File: config.mk
export PLATFORM = sky130hd
export DESIGN_NAME = batch_fifo
export DESIGN_NICKNAME = d
export VERILOG_FILES = /design/src/batch_pkg.sv /design/src/mem_pkg.sv /design/src/memory_block.sv /design/src/packing_shift_register.sv /design/src/unpacking_shift_register.sv /design/src/batch_fifo_ctrl.sv /design/src/batch_fifo.sv
export SDC_FILE = /design/constraint.sdc
export NUM_CORES = 1
export LEC_CHECK = 0
export BUFFER_PORTS_ARGS = -buffer_cell sky130_fd_sc_hd__clkbuf_2
export CORE_ASPECT_RATIO = 2
export CORE_MARGIN = 4
export CORE_UTILIZATION = 35
export DETAILED_ROUTE_END_ITERATION = 6
export SLEW_MARGIN = 20
export SYNTH_ARGS = -nofsm -noshare
export SYNTH_HDL_FRONTEND = slang
export SYNTH_SLANG_ARGS = --single-unit
export TNS_END_PERCENT = 50
File: constraint.sdc
create_clock -name clk -period 4.7 [get_ports clk]
set_clock_uncertainty 0.1 [all_clocks]
set_input_delay 0.94 -clock clk [delete_from_list [all_inputs] [get_ports clk]]
set_output_delay 0.94 -clock clk [all_outputs]
set_load 0.05 [all_outputs]
File: src/batch_pkg.sv
`default_nettype none

package batch_pkg;

    // Narrow item and the wide word packed from BATCH_LEN items
    localparam int ITEM_W = 8;
    localparam int BATCH_LEN = 4;
    localparam int WORD_W = ITEM_W * BATCH_LEN;

    // In-batch item counter
    localparam int CNT_W = 2;

    typedef logic [ITEM_W-1:0] item_t;

    // Slot BATCH_LEN-1 holds the oldest item
    typedef logic [WORD_W-1:0] word_t;

endpackage

`default_nettype wire

File: src/mem_pkg.sv
`default_nettype none

package mem_pkg;

    localparam int MEM_DEPTH_LOG2 = 4;
    localparam int MEM_DEPTH = 1 << MEM_DEPTH_LOG2;

    // 0 for small-RAM style, 2 for block-RAM style
    localparam int MEM_READ_STAGES = 0;

    typedef logic [MEM_DEPTH_LOG2-1:0] addr_t;

    localparam int OCC_W = MEM_DEPTH_LOG2 + 1;

endpackage

`default_nettype wire

File: src/memory_block.sv
`timescale 1ns/1ps
`default_nettype none

module memory_block #(
    parameter int READ_STAGES = mem_pkg::MEM_READ_STAGES
) (
    input  logic              clk,

    input  logic              write_enable,
    input  mem_pkg::addr_t    write_addr,
    input  batch_pkg::word_t  data_in,

    input  logic              read_addr_stall,
    input  mem_pkg::addr_t    read_addr,
    output batch_pkg::word_t  data_out
);

    batch_pkg::word_t ram [mem_pkg::MEM_DEPTH];

    logic             write_enable_q;
    mem_pkg::addr_t   write_addr_q;
    batch_pkg::word_t write_data_q;

    mem_pkg::addr_t   read_addr_q;
    logic             read_fresh;
    batch_pkg::word_t array_word;

    // Write port is registered, the array takes the word one cycle later
    always_ff @(posedge clk) begin
        write_enable_q <= write_enable;
        write_addr_q <= write_addr;
        write_data_q <= data_in;
        if (write_enable_q) begin
            ram[write_addr_q] <= write_data_q;
        end
    end

    always_ff @(posedge clk) begin
        if (!read_addr_stall) begin
            read_addr_q <= read_addr;
        end
        read_fresh <= !read_addr_stall;
    end

    assign array_word = ram[read_addr_q];

    if (READ_STAGES == 0) begin : g_no_pipe
        assign data_out = array_word;
    end else begin : g_pipe
        batch_pkg::word_t stage [READ_STAGES];

        always_ff @(posedge clk) begin
            stage[0] <= array_word;
            for (int i = 1; i < READ_STAGES; i++) begin
                stage[i] <= stage[i-1];
            end
        end

        assign data_out = stage[READ_STAGES-1];
    end

    // Array is sampled in the cycle after the address loads
    a_no_rdw: assert property (@(posedge clk)
        read_fresh && write_enable_q |-> write_addr_q != read_addr_q)
        else $error("write lands on the word being read");

endmodule

`default_nettype wire

File: src/packing_shift_register.sv
`timescale 1ns/1ps
`default_nettype none

module packing_shift_register (
    input  logic              clk,
    input  logic              shift,
    input  batch_pkg::item_t  item_in,
    output batch_pkg::word_t  packed_word
);

    // Slot 0 is the newest item
    batch_pkg::item_t slots [batch_pkg::BATCH_LEN];

    always_ff @(posedge clk) begin
        if (shift) begin
            slots[0] <= item_in;
            for (int i = 1; i < batch_pkg::BATCH_LEN; i++) begin
                slots[i] <= slots[i-1];
            end
        end
    end

    for (genvar g = 0; g < batch_pkg::BATCH_LEN; g++) begin : g_pack
        assign packed_word[g*batch_pkg::ITEM_W +: batch_pkg::ITEM_W] = slots[g];
    end

endmodule

`default_nettype wire

File: src/unpacking_shift_register.sv
`timescale 1ns/1ps
`default_nettype none

module unpacking_shift_register (
    input  logic              clk,
    input  logic              rst,
    input  logic              start_batch,
    input  batch_pkg::word_t  word_in,
    output batch_pkg::item_t  item_out,
    output logic              item_out_valid
);

    batch_pkg::item_t shifter [batch_pkg::BATCH_LEN-1];

    // Items still to send, counting the current cycle
    logic [batch_pkg::CNT_W-1:0] left;

    always_ff @(posedge clk) begin
        for (int i = 0; i < batch_pkg::BATCH_LEN - 1; i++) begin
            if (start_batch) begin
                shifter[i] <= word_in[i*batch_pkg::ITEM_W +: batch_pkg::ITEM_W];
            end else if (i > 0) begin
                shifter[i] <= shifter[i-1];
            end
        end
    end

    always_ff @(posedge clk) begin
        if (rst) begin
            left <= '0;
        end else if (start_batch) begin
            left <= batch_pkg::CNT_W'(batch_pkg::BATCH_LEN - 1);
        end else if (left != '0) begin
            left <= left - 1'b1;
        end
    end

    // Oldest slot goes straight out on the start cycle
    assign item_out = start_batch ? word_in[batch_pkg::WORD_W-1 -: batch_pkg::ITEM_W]
                                  : shifter[batch_pkg::BATCH_LEN-2];
    assign item_out_valid = start_batch || (left != '0);

    a_no_overlap: assert property (@(posedge clk) disable iff (rst)
        start_batch |-> left == '0)
        else $error("batch start while a batch is still being emitted");

endmodule

`default_nettype wire

File: src/batch_fifo_ctrl.sv
`timescale 1ns/1ps
`default_nettype none

module batch_fifo_ctrl (
    input  logic            clk,
    input  logic            rst,
    input  logic            item_valid,
    input  logic            drain_hold,
    output logic            take,
    output logic            wr_en,
    output mem_pkg::addr_t  wr_addr,
    output logic            rd_stall,
    output mem_pkg::addr_t  rd_addr,
    output logic            start_batch,
    output logic            full,
    empty
);

    typedef logic [mem_pkg::OCC_W-1:0] occ_t;

    logic [batch_pkg::CNT_W-1:0] item_cnt;
    logic                        batch_done;
    logic                        wr_land;
    mem_pkg::addr_t              wr_ptr;
    mem_pkg::addr_t              rd_ptr;
    occ_t                        occ;
    occ_t                        words_total;
    logic                        rd_issue;
    logic [mem_pkg::MEM_READ_STAGES:0] in_flight;
    logic [batch_pkg::CNT_W-1:0] emit_left;

    assign batch_done = item_cnt == batch_pkg::CNT_W'(batch_pkg::BATCH_LEN - 1);

    // Room for one more word only after the current one completes
    assign words_total = occ + occ_t'(wr_en) + occ_t'(wr_land);
    assign full = (words_total == occ_t'(mem_pkg::MEM_DEPTH)) && batch_done;
    assign take = item_valid && !full;

    always_ff @(posedge clk) begin
        if (rst) begin
            item_cnt <= '0;
            wr_en <= 1'b0;
            wr_land <= 1'b0;
            wr_ptr <= '0;
        end else begin
            wr_en <= take && batch_done;
            wr_land <= wr_en;
            if (take) begin
                item_cnt <= batch_done ? '0 : item_cnt + 1'b1;
            end
            if (wr_en) begin
                wr_ptr <= wr_ptr + 1'b1;
            end
        end
    end

    // Next batch may start once the current one has ended
    assign rd_issue = (occ != '0) && !drain_hold && !(|in_flight)
                      && (int'(emit_left) <= mem_pkg::MEM_READ_STAGES + 1);

    always_ff @(posedge clk) begin
        if (rst) begin
            rd_ptr <= '0;
            occ <= '0;
            in_flight <= '0;
            emit_left <= '0;
        end else begin
            // Count a word only once the array holds it
            occ <= occ + occ_t'(wr_land) - occ_t'(rd_issue);
            if (rd_issue) begin
                rd_ptr <= rd_ptr + 1'b1;
            end
            in_flight[0] <= rd_issue;
            for (int i = 1; i <= mem_pkg::MEM_READ_STAGES; i++) begin
                in_flight[i] <= in_flight[i-1];
            end
            if (start_batch) begin
                emit_left <= batch_pkg::CNT_W'(batch_pkg::BATCH_LEN - 1);
            end else if (emit_left != '0) begin
                emit_left <= emit_left - 1'b1;
            end
        end
    end

    assign start_batch = in_flight[mem_pkg::MEM_READ_STAGES];
    assign rd_stall = !rd_issue;
    assign rd_addr = rd_ptr;
    assign wr_addr = wr_ptr;

    assign empty = (words_total == '0) && !(|in_flight) && (emit_left == '0);

    a_occ_bound: assert property (@(posedge clk) disable iff (rst)
        occ <= occ_t'(mem_pkg::MEM_DEPTH))
        else $error("occupancy above memory depth");

endmodule

`default_nettype wire

File: src/batch_fifo.sv
`timescale 1ns/1ps
`default_nettype none

module batch_fifo (
    input  logic              clk,
    input  logic              rst,
    input  batch_pkg::item_t  item_in,
    input  logic              item_valid,
    input  logic              drain_hold,
    output batch_pkg::item_t  item_out,
    output logic              item_out_valid,
    output logic              full,
    output logic              empty
);

    logic             take;
    logic             wr_en;
    mem_pkg::addr_t   wr_addr;
    logic             rd_stall;
    mem_pkg::addr_t   rd_addr;
    logic             start_batch;
    batch_pkg::word_t packed_word;
    batch_pkg::word_t mem_word;

    batch_fifo_ctrl u_ctrl (
        .clk         (clk),
        .rst         (rst),
        .item_valid  (item_valid),
        .drain_hold  (drain_hold),
        .take        (take),
        .wr_en       (wr_en),
        .wr_addr     (wr_addr),
        .rd_stall    (rd_stall),
        .rd_addr     (rd_addr),
        .start_batch (start_batch),
        .full        (full),
        .empty       (empty)
    );

    // Packer holds its word until the next take
    packing_shift_register u_pack (
        .clk         (clk),
        .shift       (take),
        .item_in     (item_in),
        .packed_word (packed_word)
    );

    memory_block #(
        .READ_STAGES (mem_pkg::MEM_READ_STAGES)
    ) u_mem (
        .clk             (clk),
        .write_enable    (wr_en),
        .write_addr      (wr_addr),
        .data_in         (packed_word),
        .read_addr_stall (rd_stall),
        .read_addr       (rd_addr),
        .data_out        (mem_word)
    );

    unpacking_shift_register u_unpack (
        .clk            (clk),
        .rst            (rst),
        .start_batch    (start_batch),
        .word_in        (mem_word),
        .item_out       (item_out),
        .item_out_valid (item_out_valid)
    );

endmodule

`default_nettype wire

Word-level counts from Yosys, hierarchy flattened
Memories as Yosys holds them, arrays and structs flattened. A register that Yosys moved wholly into a read port is not among the register bits.
Index checks and enable logic that the tools add are counted.
W data, S select, Z words.
{"block": "totals", "ff_bits": 63, "mem_bits_rw": 568, "out_inout_bits": 11, "elab_cells": 65, "mem_count": 3}
{"name": "u_mem.ram", "words": 16, "width": 32, "rd": 1, "rd_ports_with_merged_regs": 1, "wr": 1, "line_no": "memory_block.sv:18", "rtl": "batch_pkg::word_t ram [mem_pkg::MEM_DEPTH];"}
{"name": "u_pack.slots", "words": 4, "width": 8, "rd": 4, "rd_ports_with_merged_regs": 1, "wr": 4, "line_no": "packing_shift_register.sv:12", "rtl": "batch_pkg::item_t slots [batch_pkg::BATCH_LEN];"}
{"name": "u_unpack.shifter", "words": 3, "width": 8, "rd": 3, "rd_ports_with_merged_regs": 0, "wr": 3, "line_no": "unpacking_shift_register.sv:13", "rtl": "batch_pkg::item_t shifter [batch_pkg::BATCH_LEN-1];"}
{"block": "classes", "addsub": 9, "magnitude_cmp": 1, "eq_ne": 2, "mux": 16, "bitwise": 2, "n_reduce_logical": 19}
{"op": "$mux W8", "count": 3}
{"op": "$add A5 B1 Y5", "count": 3}
{"op": "$mux W2", "count": 5}
{"op": "$add A4 B1 Y4 const B", "count": 2}
{"op": "$logic_and A1 B1 Y1", "count": 8}
{"op": "$reduce_bool A2 Y1", "count": 4}
{"op": "$mux W1", "count": 7}
{"op": "$eq A5 B5 Y1 const B", "count": 1}
{"op": "$logic_not A5 Y1", "count": 1}
{"op": "$reduce_bool A5 Y1", "count": 1}
{"op": "$sub A5 B1 Y5", "count": 1}
{"op": "$mux W4", "count": 1}
{"op": "$sub A2 B1 Y2 const B", "count": 2}
{"op": "$logic_not A1 Y1", "count": 3}
{"op": "$add A2 B1 Y2 const B", "count": 1}
{"op": "$eq A2 B2 Y1 const B", "count": 1}
{"op": "$le A2 B1 Y1 const B", "count": 1}
{"op": "$logic_not A2 Y1", "count": 1}
{"op": "$or A1 B1 Y1", "count": 2}
{"op": "$logic_or A1 B1 Y1", "count": 1}

Longest topological paths before layout
Gate-level depths: netlist of the first run.
{"block": "logic_depth", "depth_word": 8, "mapped_depth": 15}

Hierarchy
From an unflattened synthesis of the first run, not the netlist that was laid out.
{"block": "hier_totals", "hier_cells": 1065, "area_unflattened_um2": 23303.6}
{"mod": "memory_block", "n_inst": 1, "cells_each": 856, "area_each_um2": 20184.4, "seq_area_each_um2": 16315.6}
{"mod": "batch_fifo_ctrl", "n_inst": 1, "cells_each": 115, "area_each_um2": 1118.6, "seq_area_each_um2": 400.4}
{"mod": "unpacking_shift_register", "n_inst": 1, "cells_each": 62, "area_each_um2": 1039.7, "seq_area_each_um2": 600.6}
{"mod": "packing_shift_register", "n_inst": 1, "cells_each": 32, "area_each_um2": 960.9, "seq_area_each_um2": 960.9}

Worst setup path before layout of the first run
Ideal clock, no wire load.
{"block": "synth_path", "path_kind": "register -> output", "from": "reg u_ctrl.wr_en", "to": "out empty", "arrival_time_ps": 2974, "required_ps": 3660, "slack_ps": 686, "stages_incl_launch_ff": 9, "n_path_buf": 0, "path_cell_list": "dfxtp_1 > inv_1 > fa_1 > inv_1 > ha_1 > xor2_1 > nor3b_1 > nand2_1 > nor4_1"}
{"block": "synth_via", "elab_chain_cells": 5}
{"item": "start: declaration", "line_no": "batch_fifo_ctrl.sv:10", "rtl": "output logic wr_en,"}
{"item": "start signal: assignment", "line_no": "batch_fifo_ctrl.sv:46", "rtl": "wr_en <= take && batch_done;"}
{"item": "$add A5 B1 Y5 (2 in series)", "line_no": "batch_fifo_ctrl.sv:35", "rtl": "assign words_total = occ + occ_t'(wr_en) + occ_t'(wr_land);"}
{"item": "$logic_not A5 Y1", "line_no": "batch_fifo_ctrl.sv:90", "rtl": "assign empty = (words_total == '0) && !(|in_flight) && (emit_left == '0);"}
{"item": "$logic_and A1 B1 Y1 (2 in series)", "line_no": "batch_fifo_ctrl.sv:90"}
{"item": "end: declaration", "line_no": "batch_fifo.sv:13", "rtl": "output logic empty"}
No other way between the ends.

Final worst setup path of the first run
Ends and elaborated chain as after synthesis.

==> results of run 1 <==
## layout make-up
| class | instances | area, µm² | area share [%] |
|---|---|---|---|
| Sequential cell | 635 | 18290 | 69.08 |
| Multi-Input combinational cell | 350 | 4837 | 18.27 |
| Clock buffer | 75 | 1520 | 5.743 |
| Tap cell | 877 | 1097 | 4.145 |
| Timing Repair Buffer | 58 | 392.9 | 1.484 |
| Clock inverter | 23 | 269.0 | 1.016 |
| Inverter | 18 | 67.56 | 0.2552 |
## metal layers
layer	global-route usage (%)	vias up	wire length, µm
li1	-	4481	-
met1	15.91	5437	18000
met2	26.69	196	28140
met3	1.664	63	1814
met4	3.852	0	1043
met5	0	-	0
## state kept, by name, indices dropped and copies added, names as in the netlist, 2 cells and up, named ones only
signal	cells
u_mem.ram	512
u_ctrl.item_cnt	2
u_mem.read_addr_q	4
u_unpack.shifter	24
u_mem.write_data_q	32
u_ctrl.rd_addr	4
u_mem.write_addr_q	4
u_ctrl.wr_addr	4
u_ctrl.occ	5
u_pack.slots	32
u_ctrl.emit_left	2
u_unpack.left	2
## where the power goes
part           internal (mW)  total [mW]  switching (mW)
Combinational           1.44        2.89            1.45
Clock                   2.54        4.52            1.98
Sequential              6.37        6.72           0.355
## final timing paths
path,startpoint,end,slack [ns],depth (start not counted)
hold reg to reg,u_pack.slots[3][7],u_mem.write_data_q[31],0.25,0
setup / recovery,u_ctrl.wr_en,empty,0.69,9
setup reg to reg,u_ctrl.occ[2],u_ctrl.occ[4],1.27,14
hold / removal,u_pack.slots[3][7],u_mem.write_data_q[31],0.25,0
## cells in the mapped netlist
cell	number	area share (%)
nand2_1	5	0.080
nor2b_4	1	0.059
mux4_1	27	3.0
buf_8	1	0.064
and3b_1	1	0.037
nor3_1	5	0.11
buf_4	7	0.22
buf_1	3	0.048
inv_1	18	0.29
a21o_1	1	0.032
o21ai_0	2	0.043
edfxtp_1	556	71
buf_6	9	0.43
xor2_1	5	0.19
nor4bb_1	1	0.043
buf_2	15	0.32
nand2b_1	7	0.19
o21bai_1	1	0.032
dfxtp_1	79	6.8
nor4b_1	1	0.037
nand3_1	3	0.064
a41oi_1	1	0.037
or3b_2	1	0.037
mux2_1	4	0.19
or2_1	1	0.027
ha_1	15	0.80
nand3b_1	2	0.064
a21oi_1	27	0.58
nor4_1	1	0.027
clkbuf_1	16	0.26
mux2_2	24	1.2
fa_1	2	0.17
mux2i_1	5	0.21
nor3b_1	2	0.064
xnor2_1	7	0.26
and4_1	1	0.037
or3_1	1	0.027
nor2b_1	4	0.11
o22ai_1	48	1.3
or4_1	2	0.064
nor2_1	32	0.51
mux4_2	109	11
nand4_1	1	0.027
## cell families (layout without fill, tap and decap cells)
family / after synthesis / in the layout / share of synthesized area, %
flip-flops: 635 / 635 / 78.21
multiplexers: 169 / 169 / 15.10
AO/OA/AOI/OAI: 80 / 80 / 2.008
AND/OR/NAND/NOR: 72 / 72 / 1.612
buffers and inverters: 69 / 174 / 1.638
adder cells (fa/ha/maj): 17 / 17 / 0.9745
XOR/XNOR: 12 / 12 / 0.4497
==> summary by stage, run 1 <==
Layout
Of the cells placed in the final design, the portion with a size suffix greater than 1 is 25.80%. The number of nets at the end of the flow is 1144. The number of fill cells in the layout is 5869. The finished layout holds 2036 standard cells, fillers aside. The top cell types in the final layout, fill and taps aside, are edfxtp_1, mux4_2, dfxtp_1, clkbuf_16, o22ai_1.

The finished cells cover 26470 µm². The library cell used most frequently in the layout, excluding fill and tap cells, is edfxtp_1. The repair_antennas step left the layout with diodes totalling 0. The relative area change from synthesis to final layout is 13.28%. The final design utilization is 40.17%.

GRT
Summed over all layers, the global routing overflow is 0. The number of global-route vias before repair came to 10950. The total routing resource utilization after global routing is 13.84%. The first global-routing pass estimated 73120 µm of wire. The initial antenna violation count is 0.

The maximum number of pins on one net before global-route repair is 65.

Job
The max-cap violation count is 0.

Die
The overall die area is 71220 µm². The starting density of the core is 35.46%. The placement row count is 133.

The total I/O pin count is 23. The area of the core is 65900 µm². The floorplan step set the die height to 373.4 µm. The die width is 190.7 µm.

Power and ir drop
The total power draw is 14.13 mW. Summed over all cells, the static leakage comes to 8.385 nW. VDD sags by at most 367.4 µV. The power per unit of standard cell area is 533.9 nW/µm².

Critical path
The most common cell type on the critical path is inv_1. The number of buffers and inverters on the critical path is 3. The critical path is of the reg2out type. For the worst setup path, the data required time is 3.66 ns. Data on the critical path arrives at its endpoint at 2.97 ns.

The element type at the critical path start is a flop. The worst-path maximum fanout is 6. STA classifies the critical path endpoint as a primary output. The delay of the slowest cell on the worst path is 0.45 ns.

The kind of cell with the highest combined delay along the critical path is simple AND/OR/NAND/NOR gates. The cell with the largest stage delay on the worst path is nor3b_1. Traced cell by cell, the critical path runs through inv_1 -> fa_1 -> inv_1 -> ha_1 -> xor2_1 -> nor3b_1 -> nand2_1 -> nor4_1 -> clkbuf_2.

Placed design
The placed cell count is 1938. The detailed placement HPWL is 28200 µm. The quantity of I/O buffers inserted on ports is 22. The post-placement setup slack is 1.011 ns. Routability-driven placement finished with a final weighted congestion of 0.7421. After detailed placement, the total cell area comes to 24680 µm².

Route
The post-detailed-route via-to-cell ratio is 4.999. The final wirelength is 49010 µm. The number of nets still failing antenna checks after routing is 0.

The via total after detailed routing is 10180. The number of violations reported at the end of detailed-routing iteration 0 is 702. After detailed routing, the number of remaining DRC violations is 0. The first TritonRoute pass finished after 5 iterations. The detailed-route wire length per cell is 24.07 µm.

Synth
After synthesis, the mean cell area works out to 22.17 µm². After synthesis the cells add up to 23370 µm². The count of state elements after synthesis is 635. Summing the sequential cell areas from Yosys gives 78.21% of the chip area. The count of mapped cells out of synthesis is 1054.

The number of different library cells used by synthesis comes to 43. For this run, the number of Yosys warnings is 0. The number of nets produced by synthesis is 1083.

STA
The actual transition at the worst max-transition pin is 1.028 ns. The final critical-path required period is 4.011 ns. The hold slack is 0.2451 ns. The highest attainable clock frequency is 0.2493 GHz. The final-report setup violation count is 0.

The number of failing hold endpoints at the final stage is 0. The final setup TNS is 0 ns. Setup repair after global routing left no endpoint under its margin. The portion of the clock cycle consumed by the worst path in the final layout is 85.34%. The number of pins with negative max-slew slack in the final report is 0.

The worst slew margin relative to its limit is 31.32%. The smallest setup slack after layout is 0.6890 ns.

Clock network
The CTS tree is yes. The cell at the root of the clock tree is clkbuf_16. The number of levels in the clock H-tree is 2. After clock tree synthesis, the clock-pin slew on the worst setup and hold paths is 0.07 ns. The number of buffers added by the clock tree synthesis step is 52.

The post-CTS setup repair buffer count is 0. The insertion delay of the later-clocked pin in the worst-skew pair is 0.60 ns. The number of instances resized during post-cts repair is 0. The clock passes through at most 3 buffers.

The number of clock sinks is 635. The number of hold buffers added after CTS was 0.

Run status
The run finished with clean final reports.

Hold path
The worst min-delay path class is reg2reg.
Note: power is estimated with default switching activity, not from simulation.
==> run 2, diff against run 1 <==
Settings changed: ABC_AREA set to 1, SLEW_MARGIN 20 to 25.
==> run 2 against run 1 <==
Compared with the run above: routed wire length up 25%; cell count rose by 44%; largest power group unchanged; combinational power grew 54%; fmax decreased by 0.46%; register-to-register slack better by 0.40 ns; die area grew 4.5%; worst setup slack got worse by 0.019 ns; utilization fell by 0.97 points; critical endpoint is now item_out[5]; non-clock buffer count did not move; count of clock-buffer cells in the layout shrank 15; clock power decreased by 8.6%; first-iteration DRC count is 70% higher.
==> summary by stage, run 2 <==
Run status
The run finished with clean final reports.

Power and ir drop
The peak ir drop on the vdd network is 501.1 µV (+36%). The combinational group share of total power is 29.4% (+8.9 points). The total power draw is 15.17 mW (+7.3%). The leakage power total is 9.593 nW (+14%). The switching power share of the total is 35.08% (+8.3 points).

The internal power component is 9.845 mW (-4.8%). The power per unit of standard cell area was 559.9 nW/µm² (+4.9%). The part of the power in the clock network is 27.2% (-4.8 points).

The power dissipated by switching net loads is 5.321 mW (+40%). The part of the power in registers is 43.4% (-4.1 points).

Synth
The number of synthesis warnings is 0 (unchanged). The synthesized area per cell is 12.19 µm² (-45%). The count of state elements after synthesis is 635 (unchanged).

The part of the Yosys area used for sequential elements is 74.73% (-3.5 points). The number of nets produced by synthesis is 2035 (+88%). The most frequently used flop master after synthesis is edfxtp_1. The most common cell in the synthesized netlist is nand2_1. The number of enable-type register cells in the synthesized netlist is 556 (unchanged). The commonest cells after synthesis are nand2_1, edfxtp_1, nand3_1.

The proportion of register bits with asynchronous set or reset after synthesis came to 0% (unchanged). The portion of netlist area occupied by mux cells is 0% (-15 points). The count of distinct cell types in the synthesized netlist was 27 (-37%). The xor/xnor cell area share of the yosys netlist is 0.07162% (-0.38 points). The post-synthesis cell type with the largest combined area is edfxtp_1. After synthesis, the cell types taking the most area are edfxtp_1, nand2_1, dfxtp_1. The share of the synthesized area in the top cell type is 68.26% (-3.2 points). The area share of fa/ha/maj cells after synthesis is 0.9310% (-0.043 points). The post-synth design cell area is 24460 µm² (+4.7%). The simple-gate share of the synthesized area was 18.13% (+17 points). The count of mapped cells out of synthesis is 2006 (+90%).

The complex-gate fraction of the synthesized area is 2.977% (+0.97 points). By area, the combinational part of the netlist is dominated by simple AND/OR/NAND/NOR gates.

Critical path
Traced cell by cell, the critical path runs through buf_12 -> nand2_1 -> nand3_1 -> nand3_1 -> nand2_1 -> nand2_1 -> nand2_1 -> nand2_1 -> nand2_1 -> clkbuf_2. The arrival time at the worst endpoint is 2.99 ns (+0.02 ns). The delay of the slowest cell on the worst path was 0.39 ns (-0.06 ns). The worst setup path category is reg2out.

The category of the worst setup path capture point is a primary output. The critical path data required time came to 3.66 ns (about the same). The worst-path maximum fanout is 189 (+183). The cell that appears most often on the critical path is nand2_1. The element type at the critical path start is a flop. Among all stages on the critical path, the largest delay is contributed by dfxtp_4.

GRT
The met2 track demand over resource in global routing came to 30.47% (+3.8 points). The global-route wire length before repair came to 92140 µm (+26%). The busiest layer in global routing is met2.

The leftover overflow at the end of global routing came to 0 (unchanged). The met3 usage is 1.501% (-0.16 points). The initial antenna violation count was 1 (+1). The number of global-route vias before repair is 15390 (+41%).

The maximum number of pins on one net before global-route repair came to 190 (+190%). The global routing met1 resource utilization is 18.42% (+2.5 points). The total routing resource utilization after global routing is 16.01% (+2.2 points).

Route
The number of violations reported at the end of detailed-routing iteration 0 is 1194 (+70%). The first-pass iteration count of the detailed router is 5 (unchanged). The number of nets still failing antenna checks after routing was 0 (unchanged). The via total after detailed routing is 15210 (+49%). The post-detailed-route via-to-cell ratio is 5.176 (+3.6%).

The number of remaining DRC errors is 0 (unchanged). The final wirelength is 61300 µm (+25%). The detailed-route wire length per cell came to 20.86 µm (-13%).

Die
The placement row count is 136 (+2.3%). The overall die area is 74430 µm² (+4.5%). The die width is 194.9 µm (+2.2%).

The y dimension of the die is 381.9 µm (+2.3%). The starting density of the core is 35.40% (-0.059 points). The area of the core is 69090 µm² (+4.8%). The total I/O pin count is 23 (unchanged).

STA
The worst slew margin relative to its limit is 11.97% (-19 points). The number of pins with negative max-slew slack in the final report was 0 (unchanged). The actual transition at the worst max-transition pin is 1.320 ns (+0.2926 ns). The final-report setup violation count came to 0 (unchanged). The number of failing hold endpoints at the final stage is 0 (unchanged). The final setup TNS is 0 ns (unchanged).

The portion of the clock cycle consumed by the worst path in the final layout was 85.74% (+0.40 points). The hold slack is 0.2405 ns (-0.004586 ns). The final critical-path required period came to 4.030 ns (+0.01862 ns). Setup repair after global routing left no endpoint under its margin.

The highest attainable clock frequency is 0.2482 GHz (-0.46%).

Clock network
The insertion delay of the later-clocked pin in the worst-skew pair is 0.59 ns (about the same). The post-CTS setup repair buffer count is 0 (unchanged). The number of instances resized during post-cts repair was 0 (unchanged). The clock edge transition at the registers on the reported setup and hold paths was 0.07 ns (about the same).

The number of levels in the clock H-tree is 2 (unchanged). The number of clock sinks came to 635 (unchanged). The number of buffers added by the clock tree synthesis step is 48 (-7.7%).

TritonCTS built the clock tree. The hold-fix buffer count after cts is 0 (unchanged). CTS placed an instance of clkbuf_16 at the clock tree root. The maximum buffer depth of the clock tree was 3 (unchanged).

Hold path
The min-delay analysis places its worst path in the category reg2reg.

Layout
The library cell used most frequently in the layout, excluding fill and tap cells, is nand2_1. The number of nets at the end of the flow is 2032 (+78%). The antenna diode count came to 0 (unchanged). The multi-input combinational cell area is 5509 µm² (+14%). The largest registers in the layout are u_mem.ram: 512 flops, u_mem.write_data_q: 32 flops, u_pack.slots: 32 flops. The fraction of layout cells with a size suffix above 1 is 7.839% (-18 points). The largest register by flop count is u_mem.ram. The footprint of the flip-flops and latches is 18290 µm² (unchanged).

The area growth from synthesis to layout is 10.74%. The final design utilization is 39.21% (-0.97 points). The flip-flop count of the largest register after layout was 512 (unchanged). The library cells used most frequently in the layout, excluding fill and tap cells, are nand2_1, edfxtp_1, nand3_1, nor2_1, dfxtp_1. The number of fill cells in the layout was 6647 (+13%).

Placed design
The routability congestion estimate is 0.7909 (+6.6%). The quantity of I/O buffers inserted on ports is 22 (unchanged). The detailed placement HPWL was 31350 µm (+11%).

Job
The max-cap violation count came to 0 (unchanged).
run 2: area by class of cell:
| type | instances | area share, % |
|---|---|---|
| Clock buffer | 60 | 4.827 |
| Multi-Input combinational cell | 1217 | 20.34 |
| Sequential cell | 635 | 67.52 |
| Inverter | 43 | 0.6329 |
| Clock inverter | 28 | 0.9193 |
| Tap cell | 897 | 4.144 |
| Timing Repair Buffer | 58 | 1.617 |
run 2: cell families (layout without fill, tap and decap cells):
kind of cell / count (synthesis) / count (layout)
compound gates: 128 / 128
simple gates: 1070 / 1070
buf+inv: 154 / 189
xor+xnor: 2 / 2
flops: 635 / 635
fa+ha+maj: 17 / 17
run 2: power groups by stage:
stage               Sequential [mW]  Combinational (mW)  Clock (mW)
finish                         6.58                4.45        4.13
global route                   6.61                4.96        4.41
CTS                            6.58                4.50        4.20
detailed placement             6.70                4.48           0
global placement               6.70                4.39           0
floorplan                      6.59                3.35           0
run 2: per-layer routing:
| layer | wire [µm] | share of wire [%] |
|---|---|---|
| met2 | 32920 | 54 |
| met5 | 7 | 0.011 |
| met4 | 2013 | 3.3 |
| met3 | 2643 | 4.3 |
| met1 | 23710 | 39 |
run 2: worst max-delay path: cells and delay by family, from the launching register on:
kind / cells / cell delay (ns)
DFF: 1 / 0.39
and+or+nand+nor: 8 / 0.84
buffers and inverters: 2 / 0.65
run 2: worst paths after layout:
kind | cells past startpoint | slack, ns | end | start
worst max-delay path | 10 | 0.67 | item_out[5] | flop
worst min-delay path | 0 | 0.24 | u_mem.write_data_q[24] | u_pack.slots[3][0]
worst max register to register | 13 | 1.67 | u_ctrl.occ[4] | u_ctrl.occ[2]
worst min register to register | 0 | 0.24 | u_mem.write_data_q[24] | u_pack.slots[3][0]
run 2: metrics by stage:
| step | instance area [µm²] | worst slack, ns | cells |
|---|---|---|---|
| floorplan | 24460 | 1.298 | 2006 |
| global placement | 25500 | 1.192 | 2849 |
| detailed placement | 25500 | 1.292 | 2849 |
| CTS | 27060 | 0.7075 | 2937 |
| global route | 27090 | 0.6625 | 2938 |
| finish | 27090 | 0.6703 | 2938 |
==> run 3, diff against run 2 <==
Settings changed: CAP_MARGIN set to 20, CELL_PAD_IN_SITES_DETAIL_PLACEMENT set to 0, CELL_PAD_IN_SITES_GLOBAL_PLACEMENT set to 2, CTS_CLUSTER_DIAMETER set to 50, PLACE_DENSITY_LB_ADDON set to 0.1.
==> run 3 against run 2 <==
Compared with the run above: routed wire length grew 11%; cell area grew 1.4%; cell count grew 1.0%; sequential power is essentially flat; clock power grew 13%; flip-flop and latch count is the same; critical path depth shrank 1; global-route usage grew 2.0 points.
==> summary by stage, run 3 (synthesis gave the netlist of run 2 again) <==
Run status
The flow ran to the end, and the final reports show no timing, DRC or antenna violations.

Route
The detailed-route wire length per cell is 22.84 µm (+9.5%). The via total after detailed routing is 14770 (-2.9%). The post-detailed-route via-to-cell ratio was 4.975 (-3.9%). The number of remaining DRC errors came to 0 (unchanged). The first-pass iteration count of the detailed router is 5 (unchanged).

The final wirelength is 67790 µm (+11%). The number of nets still failing antenna checks after routing is 0 (unchanged). The number of violations reported at the end of detailed-routing iteration 0 is 944 (-21%).

Power and ir drop
The peak ir drop on the vdd network was 346.6 µV (-31%). The power dissipated by switching net loads came to 5.475 mW (+2.9%). The switching power share of the total came to 34.73% (-0.35 points). The part of the power in registers was 41.6% (-1.8 points). The power per unit of standard cell area is 573.7 nW/µm² (+2.5%). The combinational group share of total power is 28.7% (-0.7 points). The internal power component was 10.29 mW (+4.5%). The leakage power total is 9.810 nW (+2.3%). The part of the power in the clock network is 29.7% (+2.5 points).

Critical path
The most common cell type on the critical path is nand2_1. Walking the worst path, the cells encountered are inv_2 -> buf_4 -> nand3_1 -> nand2_1 -> nand2_1 -> nand2_1 -> nand2_1 -> nand2_1 -> clkbuf_2. The startpoint identified for the worst register-to-register timing path is u_ctrl.occ[2]. The critical path data required time came to 3.66 ns (about the same).

The delay of the slowest cell on the worst path is 0.68 ns (+0.29 ns). The slowest stage of the critical path belongs to the cell inv_2. The element type at the critical path start is a flop. The worst register-to-register path ends at u_ctrl.occ[4]. The reg2reg setup slack is 1.66 ns (about the same). The worst-path maximum fanout is 27 (-86%). The category of the worst setup path capture point is a primary output. The length in cells of the worst reg-to-reg path came to 13 (unchanged).

The arrival time at the worst endpoint was 2.66 ns (-0.33 ns). The worst setup path category is reg2out.

Clock network
The number of levels in the clock H-tree is 2 (unchanged). The maximum buffer depth of the clock tree is 3 (unchanged). The hold-fix buffer count after cts is 0 (unchanged). The number of instances resized during post-cts repair was 0 (unchanged). The number of clock sinks was 635 (unchanged). In this run the clock root is driven by a clkbuf_16.

TritonCTS built the clock tree. The insertion delay of the later-clocked pin in the worst-skew pair came to 0.61 ns (+0.02 ns). The clock edge transition at the registers on the reported setup and hold paths came to 0.06 ns (about the same). The post-CTS setup repair buffer count is 0 (unchanged). The number of buffers added by the clock tree synthesis step is 57 (+19%).

Die
The total I/O pin count is 23 (unchanged). The area of the core is 69090 µm² (unchanged). The placement row count is 136 (unchanged). The overall die area came to 74430 µm² (unchanged). The y dimension of the die is 381.9 µm (unchanged). The starting density of the core is 35.40% (unchanged). The die width is 194.9 µm (unchanged).

Layout
The flip-flop count of the largest register after layout is 512 (unchanged). The area of all placed cells without fillers is 27480 µm² (+1.4%). The relative area change from synthesis to final layout is 12.34%. The fraction of layout cells with a size suffix above 1 is 8.836% (+1.0 points). The number of fill cells in the layout is 6671 (+0.36%).

The number of nets at the end of the flow is 2052 (+0.98%). The multi-input combinational cell area is 5515 µm² (+0.11%). The largest registers in the layout are u_mem.ram: 512 flops, u_mem.write_data_q: 32 flops, u_pack.slots: 32 flops.

The register with the most flip-flops in the final layout is u_mem.ram. The antenna diode count came to 0 (unchanged). The footprint of the flip-flops and latches is 18290 µm² (about the same). Leaving out fill and tap cells, the most frequent cells in the layout are nand2_1, edfxtp_1, nand3_1, nor2_1, dfxtp_1. The library cell used most frequently in the layout, excluding fill and tap cells, is nand2_1.

Hold path
The worst min-delay path class is reg2reg. In this run the most critical hold path is launched from u_pack.slots[3][5]. The cell depth of the worst min-delay path is 0 (unchanged).

The destination of the worst hold path is u_mem.write_data_q[29].

GRT
The leftover overflow at the end of global routing was 0 (unchanged). The maximum number of pins on one net before global-route repair was 130 (-32%). The global-route wire length before repair was 100100 µm (+8.6%). The total routing resource utilization after global routing is 17.97% (+2.0 points). The number of global-route vias before repair was 14930 (-3.0%). The initial antenna violation count is 0 (-1).

Placed design
The post-detailed-placement cell area is 25610 µm² (+0.44%). The routability congestion estimate is 0.7238 (-8.5%). The detailed placement HPWL was 35720 µm (+14%). The quantity of I/O buffers inserted on ports came to 22 (unchanged).

Job
The max-cap violation count is 0 (unchanged).

STA
The actual transition at the worst max-transition pin is 0.9914 ns (-0.3291 ns). The portion of the clock cycle consumed by the worst path in the final layout is 78.74% (-7.0 points). The worst slew margin relative to its limit is 33.75% (+22 points).

The final critical-path required period is 3.701 ns (-0.3291 ns). The final-report setup violation count came to 0 (unchanged). The final setup TNS is 0 ns (unchanged). Setup repair after global routing left no endpoint under its margin. The number of failing hold endpoints at the final stage was 0 (unchanged). The highest attainable clock frequency was 0.2702 GHz (+8.9%).

The number of pins with negative max-slew slack in the final report is 0 (unchanged).
run 3: cell types whose count changed in the layout (fill, tap and decap cells not counted), moves of 2 or more:
cell,before,now
clkinvlp_4,4,0
buf_4,32,43
clkbuf_8,4,11
clkbuf_1,7,17
clkinv_1,9,7
clkbuf_16,49,59
run 3: how the worst max path moves through the flow:
| stage | slack, ns | depth (start not counted) | to | start |
|---|---|---|---|---|
| finish | 1.0 | 9 | item_out[7] | flop |
| global route | 0.73 | 9 | item_out[7] | flop |
| CTS | 0.85 | 9 | item_out[7] | flop |
| detailed placement | 1.22 | 12 | u_ctrl.occ[4] | drain_hold |
| global placement | 1.13 | 12 | u_ctrl.occ[4] | drain_hold |
| floorplan | 1.30 | 7 | empty | u_ctrl.wr_en |
run 3: layer usage:
layer	GRT usage [%]	up-vias	wire length [µm]	share of wire (%)
met2	33.25	186	36100	53
met5	0	-	0	0
met1	22.22	7451	28300	42
met3	1.951	89	1751	2.6
met4	4.827	0	1637	2.4
li1	-	7039	-	-
run 3: power groups by stage:
stage	sequential (mW)	combinational, mW	clock (mW)
floorplan	6.59	3.35	0
global placement	6.68	4.64	0
detailed placement	6.69	4.65	0
CTS	6.57	4.67	4.83
global route	6.59	5.13	5.04
finish	6.56	4.53	4.68
run 3: worst max-delay path, delay by kind of cell (launching register included):
family / cells / cell delay, ns
buffers and inverters: 3 / 1.28
flip-flops: 1 / 0.35
AND/OR/NAND/NOR: 6 / 0.41
run 3: area by class of cell:
class	instances	area share [%]
Inverter	43	0.6193
Clock buffer	87	6.157
Tap cell	897	4.085
Multi-Input combinational cell	1217	20.07
Timing Repair Buffer	69	1.867
Clock inverter	20	0.6284
Sequential cell	635	66.57
run 3: metrics by stage:
step | util, % | hold WS (ns) | setup WS [ns] | power, mW | instances
after floorplan | - | 0.2233 | 1.298 | 9.943 | 2006
after global placement | 37.06 | 0.2306 | 1.126 | 11.32 | 2861
after detailed placement | 37.07 | 0.2294 | 1.224 | 11.34 | 2861
after CTS | 39.77 | 0.2409 | 0.8492 | 16.06 | 2968
after global routing | 39.77 | 0.2467 | 0.7323 | 16.76 | 2968
final | 39.77 | 0.2422 | 0.9994 | 15.76 | 2968
